--- config.mk ---
export PLATFORM = sky130hd
export DESIGN_NAME = rgbw_lamp
export DESIGN_NICKNAME = d
export VERILOG_FILES = /design/src/rtl/lamp_pkg.sv /design/src/rtl/lamp_ifs.sv /design/src/rtl/spi_slave.sv /design/src/rtl/frame_deserializer.sv /design/src/rtl/mult8x8.sv /design/src/rtl/color_gen.sv /design/src/rtl/pwm_gen.sv /design/src/rtl/rgbw_lamp.sv
export SDC_FILE = /design/constraint.sdc
export NUM_CORES = 1
export LEC_CHECK = 0
export BUFFER_PORTS_ARGS = -buffer_cell sky130_fd_sc_hd__buf_2
export CAP_MARGIN = 15
export CELL_PAD_IN_SITES_DETAIL_PLACEMENT = 2
export CELL_PAD_IN_SITES_GLOBAL_PLACEMENT = 2
export CORE_ASPECT_RATIO = 0.8
export CORE_MARGIN = 2
export CORE_UTILIZATION = 35
export DETAILED_ROUTE_END_ITERATION = 16
export PLACE_DENSITY = 0.68
export SYNTH_ARGS = -nofsm -noshare
export SYNTH_HDL_FRONTEND = slang
export SYNTH_SLANG_ARGS = --single-unit
--- constraint.sdc ---
create_clock -name clk -period 3.7 [get_ports clk]
set_clock_uncertainty 0.05 [all_clocks]
set_input_delay 0.37 -clock clk [delete_from_list [all_inputs] [get_ports clk]]
set_output_delay 0.37 -clock clk [all_outputs]
set_load 0.01 [all_outputs]
--- src/rtl/lamp_pkg.sv ---
// lamp_pkg: shared widths, settings frame layout, PWM prescale
// and the built-in RGBW palette for the lamp controller
package lamp_pkg;

    // one channel level
    typedef logic [7:0] duty_t;

    // four channel levels, index 0 is red, then green, blue, white
    typedef duty_t [0:3] rgbw_t;

    // multiplier operand width
    localparam int MULT_W = 8;

    // settings frame, one byte per field, sent in this order
    localparam int FRAME_BYTES = 7;
    localparam int BYTE_MODE   = 0;
    localparam int BYTE_LINT   = 1;
    localparam int BYTE_IDX    = 2;
    localparam int BYTE_RED    = 3;
    localparam int BYTE_GREEN  = 4;
    localparam int BYTE_BLUE   = 5;
    localparam int BYTE_WHITE  = 6;

    // bit position in the mode byte, 1 = palette, 0 = direct
    localparam int MODE_PALETTE = 0;

    // clk cycles per pwm counter step
    localparam int PWM_PRESC = 4;
    localparam int PRESC_W   = $clog2(PWM_PRESC);

    // palette, indexed by color_idx[2:0]
    localparam rgbw_t [0:7] PALETTE = '{
        '{8'h00, 8'h00, 8'h00, 8'h00},  // off
        '{8'hff, 8'h00, 8'h00, 8'h00},  // red
        '{8'h00, 8'hff, 8'h00, 8'h00},  // green
        '{8'h00, 8'h00, 8'hff, 8'h00},  // blue
        '{8'h00, 8'h00, 8'h00, 8'hff},  // white led only
        '{8'hff, 8'h80, 8'h20, 8'h40},  // warm
        '{8'h00, 8'hff, 8'hff, 8'h00},  // cyan
        '{8'hff, 8'hff, 8'hff, 8'hff}   // everything on
    };

endpackage

--- src/rtl/lamp_ifs.sv ---
// lamp interfaces: settings bus, multiplier port and duty bus
// shared by the blocks inside the lamp top level
`timescale 1ns/100ps

// decoded settings frame plus commit strobe
interface settings_if;
    logic [7:0]      mode;
    logic [7:0]      lint;
    logic [7:0]      color_idx;
    lamp_pkg::duty_t red;
    lamp_pkg::duty_t green;
    lamp_pkg::duty_t blue;
    lamp_pkg::duty_t white;
    logic            update;

    modport src (output mode, lint, color_idx, red, green, blue, white, update);
    modport dst (input  mode, lint, color_idx, red, green, blue, white, update);
endinterface

// load / ready port of the shared multiplier
interface mult_if;
    logic                          ld;
    logic [lamp_pkg::MULT_W-1:0]   a;
    logic [lamp_pkg::MULT_W-1:0]   b;
    logic [2*lamp_pkg::MULT_W-1:0] result;
    logic                          rdy;

    modport host (output ld, a, b, input result, rdy);
    modport unit (input ld, a, b, output result, rdy);
endinterface

// per channel levels, all four move together
interface duty_if;
    lamp_pkg::duty_t red;
    lamp_pkg::duty_t green;
    lamp_pkg::duty_t blue;
    lamp_pkg::duty_t white;

    modport src (output red, green, blue, white);
    modport dst (input  red, green, blue, white);
endinterface

--- src/rtl/spi_slave.sv ---
// spi_slave: mode-0 receiver, msb first, oversampled on clk
// strobes each complete byte received while cs is low
`timescale 1ns/100ps

module spi_slave (
    input  logic       clk,
    input  logic       rst_n,
    input  logic       sck,
    input  logic       cs,
    input  logic       mosi,
    output logic [7:0] rx_byte,
    output logic       rx_valid,
    output logic       frame_active
);

    // two flop synchronizers, bit 1 is the safe one
    logic [1:0] sck_sync;
    logic [1:0] cs_sync;
    logic [1:0] mosi_sync;
    logic       sck_prev;
    logic       sck_rise;
    logic [2:0] bit_cnt;

    always_ff @(posedge clk) begin
        if (!rst_n) begin
            sck_sync  <= 2'b00;
            cs_sync   <= 2'b11;   // idle = deselected
            mosi_sync <= 2'b00;
            sck_prev  <= 1'b0;
        end else begin
            sck_sync  <= {sck_sync[0], sck};
            cs_sync   <= {cs_sync[0], cs};
            mosi_sync <= {mosi_sync[0], mosi};
            sck_prev  <= sck_sync[1];
        end
    end

    // rising edge of the synchronized clock
    assign sck_rise     = sck_sync[1] & ~sck_prev;
    assign frame_active = ~cs_sync[1];

    // bit counter, cleared between frames
    always_ff @(posedge clk) begin
        if (!rst_n) begin
            bit_cnt  <= 3'd0;
            rx_valid <= 1'b0;
        end else begin
            rx_valid <= 1'b0;
            if (!frame_active) begin
                bit_cnt <= 3'd0;
            end else if (sck_rise) begin
                bit_cnt  <= bit_cnt + 3'd1;
                // eighth bit lands this edge
                rx_valid <= (bit_cnt == 3'd7);
            end
        end
    end

    // shift register, msb enters first
    always_ff @(posedge clk) begin
        if (frame_active && sck_rise) begin
            rx_byte <= {rx_byte[6:0], mosi_sync[1]};
        end
    end

endmodule

--- src/rtl/frame_deserializer.sv ---
// frame_deserializer: stages the bytes of one cs frame by position
// and commits all seven settings fields at once when the frame completes
`timescale 1ns/100ps

module frame_deserializer (
    input  logic       clk,
    input  logic       rst_n,
    input  logic [7:0] rx_byte,
    input  logic       rx_valid,
    input  logic       frame_active,
    settings_if.src    settings
);

    // index saturates at FRAME_BYTES, extra bytes fall on the floor
    logic [$clog2(lamp_pkg::FRAME_BYTES+1)-1:0] byte_idx;
    logic [7:0] stage [lamp_pkg::FRAME_BYTES];
    logic       commit;
    logic       take;

    // byte still belongs to the frame
    assign take = rx_valid && frame_active && (byte_idx < lamp_pkg::FRAME_BYTES);

    always_ff @(posedge clk) begin
        if (!rst_n) begin
            byte_idx        <= '0;
            commit          <= 1'b0;
            settings.update <= 1'b0;
        end else begin
            commit          <= 1'b0;
            settings.update <= commit;
            if (!frame_active) begin
                // short frame just gets dropped here
                byte_idx <= '0;
            end else if (take) begin
                byte_idx <= byte_idx + 1'b1;
                commit   <= (byte_idx == lamp_pkg::FRAME_BYTES - 1);
            end
        end
    end

    // staging by byte position
    always_ff @(posedge clk) begin
        if (take) begin
            stage[byte_idx] <= rx_byte;
        end
    end

    // fields move only together with update
    always_ff @(posedge clk) begin
        if (commit) begin
            settings.mode      <= stage[lamp_pkg::BYTE_MODE];
            settings.lint      <= stage[lamp_pkg::BYTE_LINT];
            settings.color_idx <= stage[lamp_pkg::BYTE_IDX];
            settings.red       <= stage[lamp_pkg::BYTE_RED];
            settings.green     <= stage[lamp_pkg::BYTE_GREEN];
            settings.blue      <= stage[lamp_pkg::BYTE_BLUE];
            settings.white     <= stage[lamp_pkg::BYTE_WHITE];
        end
    end

endmodule

--- src/rtl/mult8x8.sv ---
// mult8x8: unsigned shift-add multiplier, one multiplier bit per cycle
// rdy pulses 9 cycles after ld, result holds until the next ld
`timescale 1ns/100ps

module mult8x8 (
    input  logic clk,
    input  logic rst_n,
    mult_if.unit mul
);

    logic                                  busy;
    logic [$clog2(lamp_pkg::MULT_W)-1:0]   bit_cnt;
    // multiplicand, shifted left each step
    logic [2*lamp_pkg::MULT_W-1:0]         mcand;
    // multiplier, lsb is the bit under work
    logic [lamp_pkg::MULT_W-1:0]           mplier;

    // control
    always_ff @(posedge clk) begin
        if (!rst_n) begin
            busy    <= 1'b0;
            bit_cnt <= '0;
            mul.rdy <= 1'b0;
        end else begin
            mul.rdy <= 1'b0;
            if (mul.ld) begin
                busy    <= 1'b1;
                bit_cnt <= '0;
            end else if (busy) begin
                bit_cnt <= bit_cnt + 1'b1;
                // last partial product goes in now
                if (bit_cnt == lamp_pkg::MULT_W - 1) begin
                    busy    <= 1'b0;
                    mul.rdy <= 1'b1;
                end
            end
        end
    end

    // datapath, accumulator doubles as the result
    always_ff @(posedge clk) begin
        if (mul.ld) begin
            mcand      <= {{lamp_pkg::MULT_W{1'b0}}, mul.a};
            mplier     <= mul.b;
            mul.result <= '0;
        end else if (busy) begin
            if (mplier[0]) begin
                mul.result <= mul.result + mcand;
            end
            mcand  <= mcand << 1;
            mplier <= mplier >> 1;
        end
    end

endmodule

--- src/rtl/color_gen.sv ---
// color_gen: picks the base color (direct or palette) and scales each
// channel by intensity on the shared multiplier, duties update as a set
`timescale 1ns/100ps

module color_gen (
    input  logic    clk,
    input  logic    rst_n,
    settings_if.dst settings,
    mult_if.host    mul,
    duty_if.src     duty
);

    // base color as selected by the current settings
    lamp_pkg::rgbw_t base_sel;
    // snapshot taken at job start
    lamp_pkg::rgbw_t base_q;
    logic [7:0]      lint_q;

    logic            running;
    logic            pending;
    logic [1:0]      ch;
    logic            ld_q;
    // first three scaled channels, white goes straight to the output
    lamp_pkg::duty_t prod [3];

    // palette only looks at the low index bits
    assign base_sel = settings.mode[lamp_pkg::MODE_PALETTE]
                    ? lamp_pkg::PALETTE[settings.color_idx[2:0]]
                    : {settings.red, settings.green, settings.blue, settings.white};

    // operands come from the snapshot, stable during ld
    assign mul.ld = ld_q;
    assign mul.a  = base_q[ch];
    assign mul.b  = lint_q;

    // job sequencer
    always_ff @(posedge clk) begin
        if (!rst_n) begin
            running    <= 1'b0;
            pending    <= 1'b0;
            ch         <= 2'd0;
            ld_q       <= 1'b0;
            duty.red   <= '0;
            duty.green <= '0;
            duty.blue  <= '0;
            duty.white <= '0;
        end else begin
            ld_q <= 1'b0;
            if (!running) begin
                // idle, start on a new frame or a held one
                if (settings.update || pending) begin
                    running <= 1'b1;
                    pending <= 1'b0;
                    ch      <= 2'd0;
                    ld_q    <= 1'b1;
                end
            end else begin
                // late frame, run again once this job is done
                if (settings.update) begin
                    pending <= 1'b1;
                end
                if (mul.rdy) begin
                    if (ch == 2'd3) begin
                        running    <= 1'b0;
                        duty.red   <= prod[0];
                        duty.green <= prod[1];
                        duty.blue  <= prod[2];
                        duty.white <= mul.result[15:8];
                    end else begin
                        ch   <= ch + 2'd1;
                        ld_q <= 1'b1;
                    end
                end
            end
        end
    end

    // snapshot of the settings at job start
    always_ff @(posedge clk) begin
        if (!running && (settings.update || pending)) begin
            base_q <= base_sel;
            lint_q <= settings.lint;
        end
    end

    // keep the upper product byte, i.e. (base * lint) >> 8
    always_ff @(posedge clk) begin
        if (running && mul.rdy && ch != 2'd3) begin
            prod[ch] <= mul.result[15:8];
        end
    end

endmodule

--- src/rtl/pwm_gen.sv ---
// pwm_gen: prescaled 8-bit counter, four registered compare outputs
// a pin is high while the counter is below its channel duty
`timescale 1ns/100ps

module pwm_gen (
    input  logic clk,
    input  logic rst_n,
    duty_if.dst  duty,
    output logic red,
    output logic green,
    output logic blue,
    output logic white
);

    logic [lamp_pkg::PRESC_W-1:0] presc;
    logic                         tick;
    lamp_pkg::duty_t              cnt;

    // clock enable for the pwm counter
    assign tick = (presc == lamp_pkg::PRESC_W'(lamp_pkg::PWM_PRESC - 1));

    always_ff @(posedge clk) begin
        if (!rst_n) begin
            presc <= '0;
            cnt   <= '0;
            red   <= 1'b0;
            green <= 1'b0;
            blue  <= 1'b0;
            white <= 1'b0;
        end else begin
            presc <= tick ? '0 : presc + 1'b1;
            // counter wraps naturally at 256
            if (tick) begin
                cnt <= cnt + 8'd1;
            end
            // duty 0 never lights, ff is on 255 of 256 steps
            red   <= (cnt < duty.red);
            green <= (cnt < duty.green);
            blue  <= (cnt < duty.blue);
            white <= (cnt < duty.white);
        end
    end

endmodule

--- src/rtl/rgbw_lamp.sv ---
// rgbw_lamp: four-channel lamp controller top level
// spi settings frame -> color generator on the shared multiplier -> pwm
`timescale 1ns/100ps

module rgbw_lamp (
    input  logic clk,
    input  logic rst_n,
    input  logic sck,
    input  logic cs,
    input  logic mosi,
    output logic red,
    output logic green,
    output logic blue,
    output logic white
);

    // byte strobe from the spi receiver
    logic [7:0] rx_byte;
    logic       rx_valid;
    logic       frame_active;

    settings_if settings ();
    mult_if     mul ();
    duty_if     duty ();

    // spi pins into bytes
    spi_slave u_spi (
        .clk          (clk),
        .rst_n        (rst_n),
        .sck          (sck),
        .cs           (cs),
        .mosi         (mosi),
        .rx_byte      (rx_byte),
        .rx_valid     (rx_valid),
        .frame_active (frame_active)
    );

    // bytes into settings
    frame_deserializer u_deser (
        .clk          (clk),
        .rst_n        (rst_n),
        .rx_byte      (rx_byte),
        .rx_valid     (rx_valid),
        .frame_active (frame_active),
        .settings     (settings.src)
    );

    // settings into duties
    color_gen u_color (
        .clk      (clk),
        .rst_n    (rst_n),
        .settings (settings.dst),
        .mul      (mul.host),
        .duty     (duty.src)
    );

    mult8x8 u_mult (
        .clk   (clk),
        .rst_n (rst_n),
        .mul   (mul.unit)
    );

    // duties into pins
    pwm_gen u_pwm (
        .clk   (clk),
        .rst_n (rst_n),
        .duty  (duty.dst),
        .red   (red),
        .green (green),
        .blue  (blue),
        .white (white)
    );

endmodule

# ---- Word level (Yosys, flattened, before mapping)
# Memories as Yosys holds them, arrays and structs flattened. A register that Yosys moved wholly into a read port is not among the register bits.
# Index checks and enable logic that the tools add are counted.
dict set report totals {
  ff_bits 136
  memories 3
  word_cells 122
  input_bits 5
  mem_bits_rw 80
  romBits 256
}
dict set report classes {
  bitwise_logic 9
  n_lt_le_gt_ge 7
  n_reduce_logical 23
  add_sub_neg 7
  n_eq_ne 9
  muxes 31
}
# name words word_bits rd rd_clocked_by_memory_dff wr line
set mem_list {}
lappend mem_list {{(name not given)} 8 32 1 0 0 color_gen.sv:28} ;# ? lamp_pkg::PALETTE[settings.color_idx[2:0]]
lappend mem_list {u_deser.stage 7 8 7 7 1 frame_deserializer.sv:16} ;# logic [7:0] stage [lamp_pkg::FRAME_BYTES];
lappend mem_list {u_color.prod 3 8 3 3 1 color_gen.sv:24} ;# lamp_pkg::duty_t prod [3];
# cell count
set op_table {}
lappend op_table {{$mux 32} 3}
lappend op_table {{$mux 8} 6}
lappend op_table {{$lt 8x8->1} 4}
lappend op_table {{$mux 1} 17}
lappend op_table {{$add 16x16->16} 1}
lappend op_table {{$bmux 8 s2} 1}
lappend op_table {{$add 3x1->3 const B} 3}
lappend op_table {{$eq 3x3->1 const B} 3}
lappend op_table {{$reduce_or 3->1} 3}
lappend op_table {{$add 8x1->8 const B} 1}
lappend op_table {{$mux 2} 4}
lappend op_table {{$logic_and 1x1->1} 6}
lappend op_table {{$ne 2x2->1 const B} 3}
lappend op_table {{$not 1->1} 6}
lappend op_table {{$reduce_and 3->1} 2}
lappend op_table {{$reduce_or 2->1} 3}
lappend op_table {{$add 2x1->2 const B} 2}
lappend op_table {{$eq 2x2->1 const B} 2}
lappend op_table {{$ge 4x4->1 const B} 1}
lappend op_table {{$logic_not 1->1} 4}
lappend op_table {{$not 3->4} 1}
lappend op_table {{$reduce_and 2->1} 2}
lappend op_table {{$reduce_bool 2->1} 2}
lappend op_table {{$ge 3x3->1 const B} 1}
lappend op_table {{other kinds (5)} 5}

# ---- Longest topological paths before layout
dict set report depth {
  word_depth 5
  ltp_mapped 9
  ltp_nobuf 9
}

# ---- By module
# A second synthesis with hierarchy kept.
dict set report unflattened {
  hier_cells 916
  area_unflattened_um2 12185.4
}
# module cells_each n_inst area_each_um2 seq_area_each_um2
set modules_own_cells {}
lappend modules_own_cells {color_gen 333 1 4169.0 2662.6}
lappend modules_own_cells {frame_deserializer 149 1 3671.0 3463.3}
lappend modules_own_cells {mult8x8 255 1 2532.4 1061.0}
lappend modules_own_cells {pwm_gen 139 1 1194.9 280.3}
lappend modules_own_cells {spi_slave 40 1 618.1 460.4}

# ---- Least setup slack after synthesis
# OpenSTA, ideal clock, no wires.
dict set report synth_path {
  path_type {register to register}
  startpoint {register u_color.pending}
  endpoint {register u_color.ch[1]}
  path_slack_ns 0.972
  setup_ns 0.120
  n_path_buf 0
  arrival_ns 2.558
  stages_incl_launch_ff 6
  cell_sequence {dfxtp_1 nor2_1 nor2_1 nor2_1 a22oi_1 nor2b_1}
}
dict set report synth_via {
  elab_chain_len 3
}
# element line
set synth_lines {}
lappend synth_lines {{start, declared} color_gen.sv:20} ;# logic pending;
lappend synth_lines {{start signal, assigned} color_gen.sv:40} ;# pending <= 1'b0;
lappend synth_lines {{start signal, assigned} color_gen.sv:53} ;# pending <= 1'b0;
lappend synth_lines {{start signal, assigned} color_gen.sv:60} ;# pending <= 1'b1;
lappend synth_lines {{$logic_or 1x1->1} color_gen.sv:51} ;# if (settings.update || pending) begin
lappend synth_lines {{$reduce_bool 2->1 (no source line)} -}
lappend synth_lines {{$reduce_and 3->1 (no source line)} -}
lappend synth_lines {{end signal, assigned} color_gen.sv:70} ;# ch <= ch + 2'd1;
lappend synth_lines {{end, declared} color_gen.sv:21} ;# logic [1:0] ch;
# Every way passes these cells.
# A chain may end at the register's enable or synchronous reset.

# ---- Worst setup path after layout
dict set report layout_path {
  startpoint {register u_mult.mcand[0] (netlist name)}
  endpoint {register u_mult.mul.result[12]}
}
dict set report layout_via {
  elab_chain_len 1
}
# element line
set layout_lines {}
lappend layout_lines {{start, declared} mult8x8.sv:14} ;# logic [2*lamp_pkg::MULT_W-1:0] mcand;
lappend layout_lines {{start signal, assigned} mult8x8.sv:43} ;# mcand <= {{lamp_pkg::MULT_W{1'b0}}, mul.a};
lappend layout_lines {{start signal, assigned} mult8x8.sv:50} ;# mcand <= mcand << 1;
lappend layout_lines {{$add 16x16->16} mult8x8.sv:48} ;# mul.result <= mul.result + mcand;
lappend layout_lines {{end signal, assigned} mult8x8.sv:48}
lappend layout_lines {{end, declared} lamp_ifs.sv:29} ;# modport unit (input ld, a, b, output result, rdy);
# Every way passes these cells.

==> metrics.txt <==
# TYPE chip_impl_metric gauge
chip_impl_info{name="status",value="complete, no violations"} 1
chip_impl_metric{name="finalHoldViolCount",unit=""} 0
chip_impl_info{name="tritoncts",value="built"} 1
chip_impl_metric{name="synth.avg_cell_area",unit="µm²"} 12.61
chip_impl_metric{name="core",unit="µm²"} 31350
chip_impl_metric{name="fillCellCount",unit=""} 3196
chip_impl_metric{name="post-dp-hpwl",unit="mm"} 16.33
chip_impl_metric{name="maxClockFrequency",unit="MHz"} 402.0
chip_impl_metric{name="power_consumption",unit="mW"} 6.463
chip_impl_metric{name="holdWs",unit="ns"} 0.2014
chip_impl_info{name="setup.worst_path.end_class",value="flop"} 1
chip_impl_metric{name="placement_rows",unit=""} 58
chip_impl_metric{name="synth_compound_gate_area_share",unit="%"} 8.932
chip_impl_metric{name="io_pins",unit=""} 9
chip_impl_metric{name="synth_top_area_share",unit="%"} 47.52
chip_impl_metric{name="grt_util_all_layers",unit="%"} 15.14
chip_impl_metric{name="netlist_area",unit="µm²"} 11120
chip_impl_metric{name="cpPeakStageDelay",unit="ns"} 0.41
chip_impl_metric{name="io_buffers",unit=""} 8
chip_impl_metric{name="drt.antenna.violating_nets",unit=""} 0
chip_impl_info{name="synthMostInstantiatedCell",value="sky130_fd_sc_hd__edfxtp_1"} 1
chip_impl_info{name="post_synth_main_area_contributors",value="sky130_fd_sc_hd__edfxtp_1 (48%), sky130_fd_sc_hd__dfxtp_1 (17%), sky130_fd_sc_hd__ha_1 (6.6%)"} 1
chip_impl_info{name="worst_path_most_repeated_cell",value="sky130_fd_sc_hd__o21ai_1"} 1
chip_impl_metric{name="clk_latency",unit="ns"} 0.59
chip_impl_metric{name="postLayoutSetupSlackWorst",unit="ns"} 1.212
chip_impl_metric{name="finalSetupTns",unit="ns"} 0
chip_impl_metric{name="vias_in_the_first_global_route",unit=""} 6923
chip_impl_metric{name="timing.reg2reg.setup_slack",unit="ns"} 1.21
chip_impl_metric{name="hold_path_depth",unit=""} 2
chip_impl_metric{name="critical_path_arrival",unit="ns"} 2.89
chip_impl_metric{name="yosysWarnings",unit=""} 0
chip_impl_metric{name="die-height",unit="µm"} 163.4
chip_impl_metric{name="drcViolationCount",unit=""} 0
chip_impl_metric{name="sequential_element_share_of_the_synthesized_area",unit="%"} 64.80
chip_impl_metric{name="clock_tree.htree_level_count",unit=""} 1
chip_impl_metric{name="post_synth_inst_count",unit=""} 882
chip_impl_metric{name="clock_tree.buffer_depth",unit=""} 3
chip_impl_metric{name="timing.max_cap.violations",unit=""} 0
chip_impl_metric{name="ir_drop",unit="µV"} 343.6
chip_impl_metric{name="rd_place_congestion",unit=""} 0.7109
chip_impl_info{name="worst_r2r_startpoint",value="u_mult.mcand[0]"} 1
chip_impl_metric{name="nNetsFinal",unit=""} 960
chip_impl_metric{name="simple_gate_share_of_the_synthesized_area",unit="%"} 9.450
chip_impl_metric{name="cts_inserted_buffers",unit=""} 28
chip_impl_metric{name="power.density_cell_area",unit="nW/µm²"} 510.6
chip_impl_metric{name="tritoncts_num_sinks",unit=""} 272
chip_impl_metric{name="grt_first_pass_wirelength",unit="mm"} 39.17
chip_impl_metric{name="post-route-util",unit="%"} 40.38
chip_impl_metric{name="postCtsResizedCells",unit=""} 0
chip_impl_metric{name="post_synth_mux_area_share",unit="%"} 4.680
chip_impl_metric{name="synth_cell_types",unit=""} 54
chip_impl_metric{name="yosys.area_share.xor_xnor",unit="%"} 1.496
chip_impl_metric{name="tightest_slew",unit="ns"} 1.137
chip_impl_info{name="clock_tree.root_cell",value="sky130_fd_sc_hd__clkbuf_16"} 1
chip_impl_metric{name="finalWirelength",unit="mm"} 23.96
chip_impl_metric{name="instances_no_fill",unit=""} 1337
chip_impl_metric{name="post-place-cells",unit=""} 1282
chip_impl_metric{name="yosys.area_share.adder",unit="%"} 6.817
chip_impl_metric{name="first_iter_violations",unit=""} 279
chip_impl_metric{name="routed_via_density",unit=""} 4.740
chip_impl_info{name="cp_cell_sequence",value="ha_1 > fa_1 > a21oi_1 > o21ai_1 > a21oi_2 > o21ai_1 > a221oi_2 > xnor2_1 > a21o_1"} 1
chip_impl_metric{name="number_of_synthesized_flops_with_an_enable_pin",unit=""} 176
chip_impl_metric{name="pre_cts_slack",unit="ns"} 1.241
chip_impl_metric{name="timing.final.setup_violations",unit=""} 0
chip_impl_metric{name="ys_seq_elements",unit=""} 272
chip_impl_info{name="holdCritStartpoint",value="rst_n"} 1
chip_impl_metric{name="detail_route.first_pass.iterations",unit=""} 4
chip_impl_metric{name="drive_above_1_share",unit="%"} 9.597
chip_impl_info{name="worst_setup_path_startpoint",value="u_mult.mcand[0]"} 1
chip_impl_metric{name="mean_routed_wirelength_per_cell",unit="µm"} 17.92
chip_impl_metric{name="dpl_cell_area",unit="µm²"} 11610
chip_impl_info{name="timing.hold.worst.class",value="in -> reg"} 1
chip_impl_metric{name="die_area",unit="µm²"} 33230
chip_impl_info{name="synth_largest_area_cell",value="sky130_fd_sc_hd__edfxtp_1"} 1
chip_impl_metric{name="die_width",unit="µm"} 203.3
chip_impl_metric{name="grt_max_degree",unit=""} 46
chip_impl_metric{name="grt_antenna_before_repair",unit=""} 0
chip_impl_metric{name="worst-path-max-fanout",unit=""} 3
chip_impl_metric{name="start_util",unit="%"} 35.48
chip_impl_info{name="timing.rr.end",value="u_mult.mul.result[12]"} 1
chip_impl_info{name="timing_worst_setup_path_type",value="reg -> reg"} 1
chip_impl_metric{name="r2r_depth",unit=""} 9
chip_impl_metric{name="power.static_leakage",unit="nW"} 4.601
chip_impl_info{name="cp_slowest_cell",value="sky130_fd_sc_hd__fa_1"} 1
chip_impl_metric{name="critical_path_required",unit="ns"} 4.10
chip_impl_info{name="unrepaired_setup_endpoints_after_global_routing",value="false"} 1
chip_impl_metric{name="overflow_left_after_global_routing",unit=""} 0
chip_impl_info{name="synth_top_flop_cell",value="sky130_fd_sc_hd__edfxtp_1"} 1
chip_impl_metric{name="maxSlewViolCount",unit=""} 0
chip_impl_metric{name="fin_crit_sh",unit="%"} 67.24
chip_impl_metric{name="final_cell_area",unit="µm²"} 12660
chip_impl_info{name="startpoint_kind_of_the_worst_setup_timing_path",value="flop"} 1
chip_impl_metric{name="fin_crit",unit="ns"} 2.488
chip_impl_metric{name="syn_to_final_growth",unit="%"} 13.81
chip_impl_metric{name="cts.reportedPaths.clkPinSlew",unit="ns"} 0.06
chip_impl_info{name="worst_hold_path.endpoint",value="u_spi.cs_sync[1]"} 1
chip_impl_info{name="combinational_family_with_the_most_area_after_synthesis",value="simple AND/OR/NAND/NOR gates"} 1
chip_impl_metric{name="inserted_diodes",unit=""} 0
chip_impl_metric{name="number_of_vias_in_the_routed_layout",unit=""} 6337
chip_impl_metric{name="synth_fp_nets",unit=""} 947
chip_impl_info{name="top_cells_by_count_synth",value="sky130_fd_sc_hd__edfxtp_1 (176), sky130_fd_sc_hd__nand2_1 (109), sky130_fd_sc_hd__dfxtp_1 (96), sky130_fd_sc_hd__inv_1 (76), sky130_fd_sc_hd__ha_1 (59)"} 1
chip_impl_metric{name="proportion_of_synthesized_flip_flops_having_asynchronous_set_or_reset",unit="%"} 0
chip_impl_metric{name="max_slew_margin",unit="%"} 24.23
## how the worst max path moves through the flow
| stage | cells past startpoint | end | slack [ns] |
|---|---|---|---|
| 6_report | 9 | u_mult.mul.result[12] | 1.21 |
| 5_1_grt | 9 | u_mult.mul.result[12] | 1.03 |
| 4_1_cts | 9 | u_mult.mul.result[12] | 1.19 |
| 3_5_place_dp | 9 | u_mult.mul.result[12] | 1.24 |
| 3_3_place_gp | 9 | u_mult.mul.result[12] | 1.30 |
| 2_1_floorplan | 5 | u_color.ch[1] | 0.97 |
## repair_timing
action	CTS	global route
hold buffers	3	0
endpoints found under the hold margin	3	0
buffers inserted	0	0
endpoints found under the setup margin	0	0
## routing by layer
metal / GRT usage (%) / vias to the layer above / routed length, µm
met4: 4.081 / 0 / 537
li1: - / 3089 / -
met2: 25.09 / 51 / 11020
met3: 2.294 / 34 / 571
met1: 20.75 / 3163 / 11830
met5: 0 / - / 0
## sequential cells by signal, summed over array words and instances (netlist names), 16 cells and up
name and cells:
u_color.base_q 32, u_deser.stage 44, u_mult.mul.result 16, u_color.prod 24, u_mult.mcand 16
## final cells by class
class                   count  area, µm²  share of cell area (%)
flip-flops and latches    272       7209                   56.95
repair buffers             18      122.6                  0.9687
clock buffers              33      719.4                   5.683
clock inverters            19      299.0                   2.362
multi-input cells         499       3497                   27.63
inverters                  76      285.3                   2.254
well taps                 420      525.5                   4.151
## cell families after synthesis
group	Yosys count
xor+xnor	19
mux	40
compound gates	152
fa+ha+maj	60
simple gates	228
buf+inv	111
flops	272
## power by group
group / internal (mW) / switching [mW]
sequential: 3.21 / 0.0130
clock: 1.89 / 1.24
combinational: 0.0498 / 0.0587
total: 5.15 / 1.31
## placed cells by master (no fill, tap or decap), types with 7 or more instances in the layout
cell type and count:
sky130_fd_sc_hd__dfxtp_1 94, sky130_fd_sc_hd__a21oi_1 29, sky130_fd_sc_hd__o21ai_1 37, sky130_fd_sc_hd__edfxtp_1 176, sky130_fd_sc_hd__nor2b_1 16, sky130_fd_sc_hd__nor2_1 45, sky130_fd_sc_hd__mux2i_1 16, sky130_fd_sc_hd__mux4_2 8
sky130_fd_sc_hd__buf_4 7, sky130_fd_sc_hd__mux2_2 8, sky130_fd_sc_hd__mux2_1 8, sky130_fd_sc_hd__ha_1 59, sky130_fd_sc_hd__clkbuf_16 28, sky130_fd_sc_hd__nand2_1 109, sky130_fd_sc_hd__bufinv_16 7, sky130_fd_sc_hd__and2_1 18
sky130_fd_sc_hd__inv_1 76, sky130_fd_sc_hd__a21boi_1 34, sky130_fd_sc_hd__xnor2_1 15, sky130_fd_sc_hd__a21o_1 19, sky130_fd_sc_hd__nand2b_1 10, sky130_fd_sc_hd__buf_2 8
## worst max-delay path, delay by kind of cell, from the launching register on
kind            cells  cell delay [ns]
flops               1             0.40
compound gates      6             1.17
fa+ha+maj           2             0.65
xor+xnor            1             0.09
Note: power is estimated with default switching activity, not from simulation.
